File: config.mk
export PLATFORM = sky130hd
export DESIGN_NAME = facial_detection_ip
export DESIGN_NICKNAME = d
export VERILOG_FILES = /design/src/hdl/face_detect_pkg.sv /design/src/hdl/pixel_intake.sv /design/src/hdl/block_intensity_sum.sv /design/src/hdl/block_edge_sum.sv /design/src/hdl/face_candidate_classifier.sv /design/src/hdl/facial_detection_ip.sv
export SDC_FILE = /design/constraint.sdc
export NUM_CORES = 1
export LEC_CHECK = 0
export BUFFER_PORTS_ARGS = -buffer_cell sky130_fd_sc_hd__buf_2
export CAP_MARGIN = 20
export CORE_MARGIN = 2
export CORE_UTILIZATION = 30
export DETAILED_ROUTE_END_ITERATION = 8
export PLACE_DENSITY_LB_ADDON = 0.1
export SYNTH_ARGS = -nofsm -noshare
export SYNTH_HDL_FRONTEND = slang
export SYNTH_SLANG_ARGS = --single-unit
File: constraint.sdc
create_clock -name clk -period 4.65 [get_ports clk]
set_input_delay 1.395 -clock clk [delete_from_list [all_inputs] [get_ports clk]]
set_output_delay 1.395 -clock clk [all_outputs]
set_load 0.05 [all_outputs]
File: src/hdl/face_detect_pkg.sv
// face detector shared types, block geometry and intake state encoding
package face_detect_pkg;

	//////////////////////////////////////////////////
	// data widths
	//////////////////////////////////////////////////

	typedef logic [11:0] pixel_t;               // grey-scale sample
	typedef logic [15:0] block_sum_t;           // 16 x 4095 fits
	typedef logic signed [16:0] edge_diff_t;    // bottom half minus top half
	typedef logic [7:0] block_coord_t;          // block column or row index
	typedef logic [15:0] face_count_t;          // candidates per frame

	//////////////////////////////////////////////////
	// block geometry
	//////////////////////////////////////////////////

	// the half split and every sum width above assume this value
	localparam int BLOCK_SIZE = 4;

	//////////////////////////////////////////////////
	// intake FSM
	//////////////////////////////////////////////////

	typedef enum logic [1:0]
	{
		IDLE,           // out of reset
		RECEIVE,        // accepting pixels
		FRAME_FLUSH     // waiting for the last block to drain
	} intake_state_t;

endpackage

File: src/hdl/pixel_intake.sv
// pixel intake with ready control, raster counters and per-block position strobes
module pixel_intake #(
	parameter int IMG_WIDTH  = 16,
	parameter int IMG_HEIGHT = 16
) (
	input  logic                          clk,
	input  logic                          trig_reset,
	input  face_detect_pkg::pixel_t       pixel,
	input  logic                          end_recieve_pixel,
	output logic                          ready_recieve_pixel,
	output face_detect_pkg::pixel_t       pixel_d,
	output logic                          pixel_strobe,
	output face_detect_pkg::block_coord_t block_col,
	output face_detect_pkg::block_coord_t block_row,
	output logic                          lower_half,
	output logic                          block_start,
	output logic                          block_done,
	output logic                          frame_done
);
	import face_detect_pkg::*;

	localparam int COL_W        = $clog2(IMG_WIDTH);
	localparam int ROW_W        = $clog2(IMG_HEIGHT);
	localparam int BLK_W        = $clog2(BLOCK_SIZE);
	localparam int FLUSH_CYCLES = 3;    // matches the block pipeline depth

	intake_state_t    state;
	logic [COL_W-1:0] col_cnt;
	logic [ROW_W-1:0] row_cnt;
	logic [1:0]       flush_cnt;
	logic [BLK_W-1:0] blk_x;
	logic [BLK_W-1:0] blk_y;
	logic             accept;
	logic             last_col;
	logic             last_row;
	logic             first_in_block;
	logic             last_in_block;

	assign ready_recieve_pixel = (state == RECEIVE);
	assign accept              = end_recieve_pixel && (state == RECEIVE);
	assign last_col            = (col_cnt == COL_W'(IMG_WIDTH - 1));
	assign last_row            = (row_cnt == ROW_W'(IMG_HEIGHT - 1));
	assign blk_x               = col_cnt[BLK_W-1:0];    // position inside the block
	assign blk_y               = row_cnt[BLK_W-1:0];
	assign first_in_block      = (blk_x == '0) && (blk_y == '0);
	assign last_in_block       = (blk_x == BLK_W'(BLOCK_SIZE - 1)) &&
	                             (blk_y == BLK_W'(BLOCK_SIZE - 1));

	//////////////////////////////////////////////////
	// raster position and FSM
	//////////////////////////////////////////////////

	always_ff @(posedge clk)
	begin
		if (trig_reset)
		begin
			col_cnt <= '0;
			row_cnt <= '0;
		end
		else if (accept)
		begin
			if (last_col)
			begin
				col_cnt <= '0;
				row_cnt <= last_row ? '0 : row_cnt + 1'b1;    // wrap at end of frame
			end
			else
			begin
				col_cnt <= col_cnt + 1'b1;
			end
		end
	end

	always_ff @(posedge clk)
	begin
		if (trig_reset)
		begin
			state     <= IDLE;
			flush_cnt <= '0;
		end
		else
		begin
			case (state)
				IDLE:
				begin
					state <= RECEIVE;
				end
				RECEIVE:
				begin
					flush_cnt <= '0;
					if (accept && last_col && last_row)
						state <= FRAME_FLUSH;
				end
				FRAME_FLUSH:
				begin
					if (flush_cnt == 2'(FLUSH_CYCLES - 1))
						state <= RECEIVE;    // final result is out this cycle
					else
						flush_cnt <= flush_cnt + 1'b1;
				end
				default:
				begin
					state <= IDLE;
				end
			endcase
		end
	end

	//////////////////////////////////////////////////
	// strobes and registered pixel
	//////////////////////////////////////////////////

	always_ff @(posedge clk)
	begin
		if (trig_reset)
		begin
			pixel_strobe <= 1'b0;
			block_start  <= 1'b0;
			block_done   <= 1'b0;
			frame_done   <= 1'b0;
		end
		else
		begin
			pixel_strobe <= accept;
			block_start  <= accept && first_in_block;
			block_done   <= accept && last_in_block;
			frame_done   <= accept && last_col && last_row;    // rides with the last block_done
		end
	end

	always_ff @(posedge clk)
	begin
		if (accept)
		begin
			pixel_d    <= pixel;
			block_col  <= block_coord_t'(col_cnt >> BLK_W);
			block_row  <= block_coord_t'(row_cnt >> BLK_W);
			lower_half <= (blk_y >= BLK_W'(BLOCK_SIZE / 2));    // rows 2 and 3
		end
	end

	// host must only strobe while ready is shown
	a_accept_needs_ready: assert property (@(posedge clk) disable iff (trig_reset)
		end_recieve_pixel |-> ready_recieve_pixel)
		else $error("pixel strobe seen while intake not ready");

endmodule

File: src/hdl/block_intensity_sum.sv
// block intensity accumulator, one running sum per block column
module block_intensity_sum #(
	parameter int IMG_WIDTH = 16
) (
	input  logic                          clk,
	input  logic                          trig_reset,
	input  face_detect_pkg::pixel_t       pixel_d,
	input  logic                          pixel_strobe,
	input  face_detect_pkg::block_coord_t block_col,
	input  logic                          block_start,
	input  logic                          block_done,
	output logic                          sum_valid,
	output face_detect_pkg::block_sum_t   sum_intensity,
	output face_detect_pkg::block_coord_t sum_col
);
	import face_detect_pkg::*;

	localparam int NUM_COLS = IMG_WIDTH / BLOCK_SIZE;
	localparam int IDX_W    = (NUM_COLS > 1) ? $clog2(NUM_COLS) : 1;

	block_sum_t       acc [NUM_COLS];    // partial sum of each block in the current block row
	logic [IDX_W-1:0] col_idx;
	block_sum_t       base;
	block_sum_t       acc_next;

	assign col_idx  = block_col[IDX_W-1:0];
	assign base     = block_start ? '0 : acc[col_idx];    // first pixel restarts the sum
	assign acc_next = base + block_sum_t'(pixel_d);

	always_ff @(posedge clk)
	begin
		if (pixel_strobe)
			acc[col_idx] <= acc_next;
	end

	always_ff @(posedge clk)
	begin
		if (trig_reset)
			sum_valid <= 1'b0;
		else
			sum_valid <= block_done;
	end

	// completed sum includes the pixel arriving with block_done
	always_ff @(posedge clk)
	begin
		if (block_done)
		begin
			sum_intensity <= acc_next;
			sum_col       <= block_col;
		end
	end

endmodule

File: src/hdl/block_edge_sum.sv
// haar-like edge accumulator, bottom two rows minus top two rows per block
module block_edge_sum #(
	parameter int IMG_WIDTH = 16
) (
	input  logic                          clk,
	input  logic                          trig_reset,
	input  face_detect_pkg::pixel_t       pixel_d,
	input  logic                          pixel_strobe,
	input  face_detect_pkg::block_coord_t block_col,
	input  logic                          lower_half,
	input  logic                          block_start,
	input  logic                          block_done,
	output logic                          edge_valid,
	output face_detect_pkg::edge_diff_t   edge_value
);
	import face_detect_pkg::*;

	localparam int NUM_COLS = IMG_WIDTH / BLOCK_SIZE;
	localparam int IDX_W    = (NUM_COLS > 1) ? $clog2(NUM_COLS) : 1;

	edge_diff_t       acc [NUM_COLS];
	logic [IDX_W-1:0] col_idx;
	edge_diff_t       pix_ext;
	edge_diff_t       term;
	edge_diff_t       base;
	edge_diff_t       acc_next;

	assign col_idx  = block_col[IDX_W-1:0];
	assign pix_ext  = edge_diff_t'(pixel_d);             // zero extended, always positive
	assign term     = lower_half ? pix_ext : -pix_ext;   // dark band above gives a positive value
	assign base     = block_start ? '0 : acc[col_idx];
	assign acc_next = base + term;

	//////////////////////////////////////////////////
	// per-column signed accumulation
	//////////////////////////////////////////////////

	always_ff @(posedge clk)
	begin
		if (pixel_strobe)
			acc[col_idx] <= acc_next;
	end

	always_ff @(posedge clk)
	begin
		if (trig_reset)
			edge_valid <= 1'b0;
		else
			edge_valid <= block_done;    // same stage as the intensity sum
	end

	always_ff @(posedge clk)
	begin
		if (block_done)
			edge_value <= acc_next;
	end

endmodule

File: src/hdl/face_candidate_classifier.sv
// face candidate classifier, contrast test per block and per-frame candidate count
module face_candidate_classifier #(
	parameter int CONTRAST_SHIFT = 3
) (
	input  logic                          clk,
	input  logic                          trig_reset,
	input  logic                          sum_valid,
	input  face_detect_pkg::block_sum_t   sum_intensity,
	input  face_detect_pkg::block_coord_t sum_col,
	input  logic                          edge_valid,
	input  face_detect_pkg::edge_diff_t   edge_value,
	input  face_detect_pkg::block_coord_t block_row,
	input  logic                          frame_done,
	output logic                          block_valid,
	output face_detect_pkg::block_coord_t block_x,
	output face_detect_pkg::block_coord_t block_y,
	output logic                          block_face,
	output face_detect_pkg::block_sum_t   block_intensity,
	output face_detect_pkg::face_count_t  face_count,
	output logic                          end_frame
);
	import face_detect_pkg::*;

	edge_diff_t   threshold;
	block_coord_t row_d;          // row index lined up with the sum stage
	logic         frame_done_d;
	logic         is_face;
	logic         first_block;

	assign threshold   = edge_diff_t'(sum_intensity >> CONTRAST_SHIFT);
	assign is_face     = (edge_value > threshold);    // signed compare
	assign first_block = (sum_col == '0) && (row_d == '0);

	always_ff @(posedge clk)
	begin
		if (trig_reset)
		begin
			block_valid  <= 1'b0;
			frame_done_d <= 1'b0;
			end_frame    <= 1'b0;
			face_count   <= '0;
		end
		else
		begin
			block_valid  <= sum_valid && edge_valid;
			frame_done_d <= frame_done;
			end_frame    <= frame_done_d;    // lands with the final block_valid
			if (sum_valid)
			begin
				if (first_block)
					face_count <= face_count_t'(is_face);    // new frame starts the count
				else
					face_count <= face_count + face_count_t'(is_face);
			end
		end
	end

	always_ff @(posedge clk)
	begin
		row_d <= block_row;
		if (sum_valid)
		begin
			block_x         <= sum_col;
			block_y         <= row_d;
			block_face      <= is_face;
			block_intensity <= sum_intensity;
		end
	end

	// both sum units run in lockstep off the same intake strobes
	a_sums_lockstep: assert property (@(posedge clk) disable iff (trig_reset)
		sum_valid == edge_valid)
		else $error("intensity and edge results out of step");

endmodule

File: src/hdl/facial_detection_ip.sv
// face candidate detector top, intake feeding two block sum units and a classifier
module facial_detection_ip #(
	parameter int IMG_WIDTH      = 16,
	parameter int IMG_HEIGHT     = 16,
	parameter int CONTRAST_SHIFT = 3
) (
	input  logic                          clk,
	input  logic                          trig_reset,
	input  face_detect_pkg::pixel_t       pixel,
	input  logic                          end_recieve_pixel,
	output logic                          ready_recieve_pixel,
	output logic                          block_valid,
	output face_detect_pkg::block_coord_t block_x,
	output face_detect_pkg::block_coord_t block_y,
	output logic                          block_face,
	output face_detect_pkg::block_sum_t   block_intensity,
	output face_detect_pkg::face_count_t  face_count,
	output logic                          end_frame
);
	import face_detect_pkg::*;

	pixel_t       pixel_d;
	logic         pixel_strobe;
	block_coord_t block_col;
	block_coord_t block_row;
	logic         lower_half;
	logic         block_start;
	logic         block_done;
	logic         frame_done;
	logic         sum_valid;
	block_sum_t   sum_intensity;
	block_coord_t sum_col;
	logic         edge_valid;
	edge_diff_t   edge_value;

	//////////////////////////////////////////////////
	// intake
	//////////////////////////////////////////////////

	pixel_intake #(
		.IMG_WIDTH  (IMG_WIDTH),
		.IMG_HEIGHT (IMG_HEIGHT)
	) pixel_intake0 (
		.clk                 (clk),
		.trig_reset          (trig_reset),
		.pixel               (pixel),
		.end_recieve_pixel   (end_recieve_pixel),
		.ready_recieve_pixel (ready_recieve_pixel),
		.pixel_d             (pixel_d),
		.pixel_strobe        (pixel_strobe),
		.block_col           (block_col),
		.block_row           (block_row),
		.lower_half          (lower_half),
		.block_start         (block_start),
		.block_done          (block_done),
		.frame_done          (frame_done)
	);

	//////////////////////////////////////////////////
	// parallel block sums
	//////////////////////////////////////////////////

	block_intensity_sum #(
		.IMG_WIDTH (IMG_WIDTH)
	) block_intensity_sum0 (
		.clk           (clk),
		.trig_reset    (trig_reset),
		.pixel_d       (pixel_d),
		.pixel_strobe  (pixel_strobe),
		.block_col     (block_col),
		.block_start   (block_start),
		.block_done    (block_done),
		.sum_valid     (sum_valid),
		.sum_intensity (sum_intensity),
		.sum_col       (sum_col)
	);

	block_edge_sum #(
		.IMG_WIDTH (IMG_WIDTH)
	) block_edge_sum0 (
		.clk          (clk),
		.trig_reset   (trig_reset),
		.pixel_d      (pixel_d),
		.pixel_strobe (pixel_strobe),
		.block_col    (block_col),
		.lower_half   (lower_half),
		.block_start  (block_start),
		.block_done   (block_done),
		.edge_valid   (edge_valid),
		.edge_value   (edge_value)
	);

	//////////////////////////////////////////////////
	// classifier
	//////////////////////////////////////////////////

	face_candidate_classifier #(
		.CONTRAST_SHIFT (CONTRAST_SHIFT)
	) face_candidate_classifier0 (
		.clk             (clk),
		.trig_reset      (trig_reset),
		.sum_valid       (sum_valid),
		.sum_intensity   (sum_intensity),
		.sum_col         (sum_col),
		.edge_valid      (edge_valid),
		.edge_value      (edge_value),
		.block_row       (block_row),
		.frame_done      (frame_done),
		.block_valid     (block_valid),
		.block_x         (block_x),
		.block_y         (block_y),
		.block_face      (block_face),
		.block_intensity (block_intensity),
		.face_count      (face_count),
		.end_frame       (end_frame)
	);

endmodule

* Word-level counts from Yosys, hierarchy flattened
Memory sizes are Yosys's and may differ from the RTL's. A register that Yosys moved wholly into a read port is not among the register bits.
Cells that the tools add are included.
** Word-level totals
- Bits in read-only memories :: 0
- Latch bits :: 0
- Register bits after elaboration :: 111
- Output and inout port bits :: 52
- Logic and storage cells :: 78
- Bits in writable memories :: 132
- Memories kept :: 2
** Memories
- block_edge_sum0.acc :: words 4, width 17, read ports 1, clocked after Yosys merged registers in 1, wr ports 1, RTL line block_edge_sum.sv:21 : edge_diff_t acc [NUM_COLS];
- block_intensity_sum0.acc :: words 4, width 16, read ports 1, clocked after Yosys merged registers in 1, wr ports 1, RTL line block_intensity_sum.sv:21 : block_sum_t acc [NUM_COLS];
** Operators by class
- Reductions and logical operators :: 17
- Order comparisons :: 2
- Shifts and indexed selects :: 0
- Div/mod/pow operators :: 0
- Bitwise operators :: 0
- Equality and inequality tests :: 10
- Multipliers :: 0
- Multiplexer cells :: 15
- Add/subtract/negate cells :: 7
** Operator list (count)
- 17-bit 2-to-1 mux :: 2
- 16-bit 2-to-1 mux :: 2
- 17-bit adder :: 1
- 17-bit by 14-bit > comparator with 1-bit output :: 1
- 12-bit negation with 17-bit output :: 1
- 16-bit by 1-bit adder with 16-bit output :: 1
- 16-bit by 12-bit adder with 16-bit output :: 1
- 8-bit logical NOT :: 2
- 2-bit 2-to-1 mux :: 5
- 4-bit by 1-bit adder with 4-bit output, second input constant :: 2
- 2-bit equality test, second input constant :: 4
- 4-bit equality test, second input constant :: 2
- 1-bit logical AND :: 8
- 4-bit 2-to-1 mux :: 2
- 2-bit logical NOT :: 3
- 2-bit one-hot mux with 3 select lines :: 1
- 2-bit AND reduction :: 3
- 2-bit by 1-bit != test with 1-bit output, second input constant :: 2
- 2-bit one-hot mux with 2 select lines :: 1
- 2-bit by 1-bit adder with 2-bit output, second input constant :: 1
- 2-bit by 1-bit equality test with 1-bit output, second input constant :: 1
- 2-bit >= comparator, second input constant :: 1
- 1-bit 2-to-1 mux :: 2
- 2-bit != test, second input constant :: 1
- 2-bit nonzero test :: 1

* Logic depth before layout (Yosys ltp)
- Word-level depth :: 6
- Depth in mapped cells :: 14
- Gate-level depth less buffers :: 13

* Modules after synthesis
From an unflattened synthesis, not the netlist that was laid out.
** Unflattened totals
- Cells, all modules :: 813
- Area total of the unflattened synthesis :: 11836.4 µm²
** Modules (own cells, without submodules)
- block_edge_sum :: area each 4232.8 µm², sequential area each 2572.5 µm², cells each 290, instances 1
- block_intensity_sum :: area each 3846.2 µm², sequential area each 2662.6 µm², cells each 221, instances 1
- face_candidate_classifier :: area each 2369.8 µm², sequential area each 1531.5 µm², cells each 186, instances 1
- pixel_intake :: area each 1387.6 µm², sequential area each 830.8 µm², cells each 116, instances 1

* Worst setup path before layout
Ideal clock, no wire load.
- Path kind :: reg2reg
- Start :: register (tool-made name)
- End :: memory block_edge_sum0.acc[0][16] in the netlist's numbering (data pin)
- Arrival :: 3.205 ns
- Path buffers :: 2
- Cell stages (with the launch flop) :: 13
- Path slack :: 1.167 ns
- Path through :: dfxtp_1 buf_4 buf_2 mux4_2 nor2b_1 ha_1 fa_1 a211oi_1 o211ai_1 a2111oi_2 o21ai_0 a21oi_1 xnor2_1
** RTL lines (RTL line)
- to (decl) :: block_edge_sum.sv:21

* Final worst setup path
- Start :: register pixel_intake0.pixel_d[8]
- End :: memory block_edge_sum0.acc[1][16] in the netlist's numbering (data pin)
** Between the ends
- Longest elaborated chain between the ends :: 3
** RTL lines
- from (decl) :: RTL line pixel_intake.sv:11 : output face_detect_pkg::pixel_t pixel_d,
- from (signal assigned) :: RTL line pixel_intake.sv:135 : pixel_d <= pixel;
- 12-bit negation with 17-bit output :: RTL line block_edge_sum.sv:30 : assign term = lower_half ? pix_ext : -pix_ext;
- 17-bit 2-to-1 mux (*) :: RTL line block_edge_sum.sv:30
- 17-bit adder (*) :: RTL line block_edge_sum.sv:32 : assign acc_next = base + term;
- via block_edge_sum0.acc_next[16] :: RTL line block_edge_sum.sv:26 : edge_diff_t acc_next;
Mark *: on every way through the listed nets, which the timed path passes. The rest lies on a longest branch.

==> key figures <==
STA
  • Fin. max-slew vios: 0
  • Maximum operating frequency: about 0.24 GHz
  • Largest clock skew in the final design: between 20 and 25 ps
  • Final worst path period share: 88.1%
  • Worst max-slew margin expressed relative to the limit: between 30% and 40%
  • Period minus WS final: slightly above 4000 ps
  • Setup TNS: 0 ps
  • Final hold violation count: 0
  • RSZ-0062 raised after global routing: false
  • Final setup violating endpoints: 0
  • Worst-margin pin slew: 920 ps

Hold path
  • Worst hold path class: reg2reg

Logic synthesis
  • Mapped Area: between 0.01 and 0.015 mm^2
  • Number of enable-type register cells in the synthesized netlist: about 200
  • Most used flip-flop cell after synthesis: sky130_fd_sc_hd__edfxtp_1
  • Post-synthesis cell type count: 59
  • Synth warn: 0
  • Post-Syn Area per Cell: 14.6 um^2
  • Share of the yosys chip area belonging to registers: between 60% and 70%
  • Synthesized flop and latch total: 245
  • Async set or reset register ratio after synthesis: 0%
  • Synthesized instance count: about 740

Placement
  • Detailed placement HPWL: between 15,000 and 20,000 um
  • RePlAce Congestion: 0.797
  • Placed Cells: around 1,300
  • Buffers added on ports: between 50 and 60

Clocking
  • Register clock-pin slew on the reported worst setup and hold paths: 60 ps
  • Latest clock arrival within the worst-skew pair: 540 ps
  • Maximum clock insertion buffer count: 3
  • Count of buffers added by post-CTS timing repair for setup: 0
  • Post-cts gate resize count: 0
  • Number of clock sinks seen by CTS: 245
  • Hold bufs inserted after CTS: 0
  • Clock root buffer master: sky130_fd_sc_hd__clkbuf_16
  • H-tree levels: 1
  • TritonCTS clock tree: built
  • Inserted Clock Buffers: 28

Floorplanning
  • Starting utilization of the core area: about 30%
  • Die Y-Extent: 194 um
  • Count of pins on the block boundary: 67
  • Die Span X: 194 um
  • Rows: 69
  • Area of the die: 0.0375 mm^2
  • Floorplan Core Area: 0.0355 mm^2

Worst setup path
  • Arrival time of the worst setup path: 4410 ps
  • Critical path fanouts, max: 5
  • Element type at the critical path end: register
  • Nature of the critical path startpoint: register
  • Crit path kind: reg2reg
  • Critical Path RT: 4960 ps

Drt
  • First-pass iteration count of the detailed router: 4
  • DRC violation count after routing: 0
  • Routed wire length per instance: 19.7 um
  • Initial DRC Count: 376
  • Number of routed nets with antenna violations: 0
  • Final Routed Wirelength: roughly 26,000 um
  • Number of vias after detailed routing: 6,139
  • Via density per instance: 4.71

Global routing
  • GRT Resource Usage Total: 13.6%
  • Overflow left after global routing: 0
  • Via count of the first global-routing pass: 6,458
  • Pin count of the biggest net entering global routing: 34
  • Initial antenna violation count: 0
  • Wire length of the first global-routing pass: between 30,000 and 40,000 um

Power
  • Leakage dissipation: about 4.5 nW
  • Clk network pwr share: 41.4%
  • VDD IR max: 0.268 mV
  • Sequential share of power: 49.6%
  • Power density over the cells: roughly 400 mW/mm^2
  • Net load switching power: 1.17 mW
  • Int Power: between 3 and 4 mW
  • Logic pwr share: 9.0%
  • Switching fraction of total power: 23.2%
  • Overall power of the completed layout: 5.06 mW

Layout
  • Non-Filler Instances: 1,303
  • Net count reported at finish: 888
  • Antenna cells: 0
  • Layout cell share with drive strength beyond 1: approximately 19%
  • Final core occ: 35.3%
  • P&R area growth vs syn: 16.1%

Run status
  • Status: finished, final reports clean

Run
  • Count of max-cap constraint violations: 0
==> synthesized netlist by cell type (7+ instances only) <==
master	number	area share (%)
sky130_fd_sc_hd__mux4_2	32	6.7
sky130_fd_sc_hd__a21oi_1	47	2.2
sky130_fd_sc_hd__o21ai_0	16	0.74
sky130_fd_sc_hd__edfxtp_1	205	57
sky130_fd_sc_hd__ha_1	50	5.8
sky130_fd_sc_hd__nor3_1	10	0.46
sky130_fd_sc_hd__nor2b_1	35	2.0
sky130_fd_sc_hd__a21o_1	12	0.83
sky130_fd_sc_hd__xor2_1	28	2.3
sky130_fd_sc_hd__xnor2_1	27	2.2
sky130_fd_sc_hd__clkbuf_1	10	0.35
sky130_fd_sc_hd__nand4_1	8	0.46
sky130_fd_sc_hd__a211oi_1	7	0.49
sky130_fd_sc_hd__nor2_1	53	1.8
sky130_fd_sc_hd__and3_1	8	0.46
sky130_fd_sc_hd__dfxtp_1	40	7.4
sky130_fd_sc_hd__inv_1	31	1.1
sky130_fd_sc_hd__buf_4	13	0.90
sky130_fd_sc_hd__nand2_1	34	1.2
==> worst max-delay path, stage by stage, from the launching register on <==
cell and delay, ps:
sky130_fd_sc_hd__edfxtp_1 490, sky130_fd_sc_hd__or4_1 620, sky130_fd_sc_hd__nor4b_2 670, sky130_fd_sc_hd__nor2_1 110, sky130_fd_sc_hd__xnor2_1 160, sky130_fd_sc_hd__ha_1 350, sky130_fd_sc_hd__a21oi_1 190, sky130_fd_sc_hd__nor2_1 90
sky130_fd_sc_hd__a2111oi_2 550, sky130_fd_sc_hd__o21ai_0 200, sky130_fd_sc_hd__a21oi_1 210, sky130_fd_sc_hd__xnor2_1 220
==> state kept, by name, indices dropped and copies added, names as in the netlist, 2 cells and up, named ones only <==
name                                        cells
pixel_intake0.flush_cnt                         2
face_candidate_classifier0.block_intensity     16
block_intensity_sum0.acc                       64
pixel_intake0.row_cnt                           4
face_candidate_classifier0.block_y              2
block_intensity_sum0.sum_intensity             16
block_edge_sum0.acc                            68
pixel_intake0.col_cnt                           4
face_candidate_classifier0.row_d                2
pixel_intake0.state                             2
face_candidate_classifier0.face_count          16
pixel_intake0.pixel_d                          12
block_edge_sum0.edge_value                     17
pixel_intake0.block_col                         2
face_candidate_classifier0.block_x              2
block_intensity_sum0.sum_col                    2
pixel_intake0.block_row                         2
==> through the flow <==
stage / cell area (um^2) / worst slack (ps) / hold slack, ps
5_1_grt: 12500 / 334 / 349
3_3_place_gp: 11600 / 654 / 331
3_5_place_dp: 11700 / 630 / 328
6_report: 12500 / 552 / 341
4_1_cts: 12500 / 597 / 344
2_1_floorplan: 10800 / 1170 / 323
==> layout by cell type (no fill, tap or decap), drive strengths merged, types with 7 or more instances in the layout <==
master | Yosys | layout
a21oi | 48 | 48
clkinv | 0 | 16
nor2 | 54 | 54
buf | 19 | 67
inv | 32 | 32
xor2 | 28 | 28
nand4 | 8 | 8
nand2 | 35 | 35
dfxtp | 40 | 40
clkbuf | 10 | 33
conb | 1 | 12
and3 | 8 | 8
o21ai | 19 | 19
a21o | 12 | 12
edfxtp | 205 | 205
mux4 | 32 | 32
a211oi | 7 | 7
xnor2 | 27 | 27
nor2b | 36 | 36
ha | 50 | 50
nor3 | 10 | 10
==> cell families (layout without fill, tap and decap cells) <==
| kind of cell | after synthesis | in the layout | synth area share (%) |
|---|---|---|---|
| other cells | 1 | 12 | 0.0347 |
| compound gates | 112 | 112 | 6.62 |
| fa+ha+maj | 52 | 52 | 6.16 |
| xor+xnor | 55 | 55 | 4.46 |
| mux | 36 | 36 | 7.06 |
| buf+inv | 61 | 150 | 2.62 |
| flops | 245 | 245 | 64.4 |
| simple gates | 180 | 180 | 8.62 |
==> layer usage <==
layer  global-route usage (%)  wire length [um]
met4                     4.13               739
met2                     22.7             12400
met5                        0                 0
met1                     18.5             11700
met3                     1.81               749
==> worst paths after layout <==
kind                              start                                  end  slack, ps  cells after the start
max            pixel_intake0.pixel_d[8]           block_edge_sum0.acc[1][16]        550                     11
min          pixel_intake0.block_row[1]  face_candidate_classifier0.row_d[1]        340                      0
max reg2reg    pixel_intake0.pixel_d[8]           block_edge_sum0.acc[1][16]        550                     11
min reg2reg  pixel_intake0.block_row[1]  face_candidate_classifier0.row_d[1]        340                      0
==> area by class of cell <==
class                   count  area (um^2)
clock inverters            18          134
flip-flops and latches    245         6960
multi-input cells         447         3620
clock buffers              33          741
repair buffers             67          388
well taps                 461          577
fillers                  3406        22900
inverters                  32          120
==> power groups by stage <==
stage | Sequential (mW) | Clock, mW | Combinational, mW
final | 2.51 | 2.09 | 0.456
after global placement | 2.56 | 0 | 0.448
after detailed placement | 2.56 | 0 | 0.463
after floorplan | 2.55 | 0 | 0.343
after CTS | 2.51 | 2.17 | 0.465
after global routing | 2.51 | 2.24 | 0.513
Power figures use the tool's default switching activity.
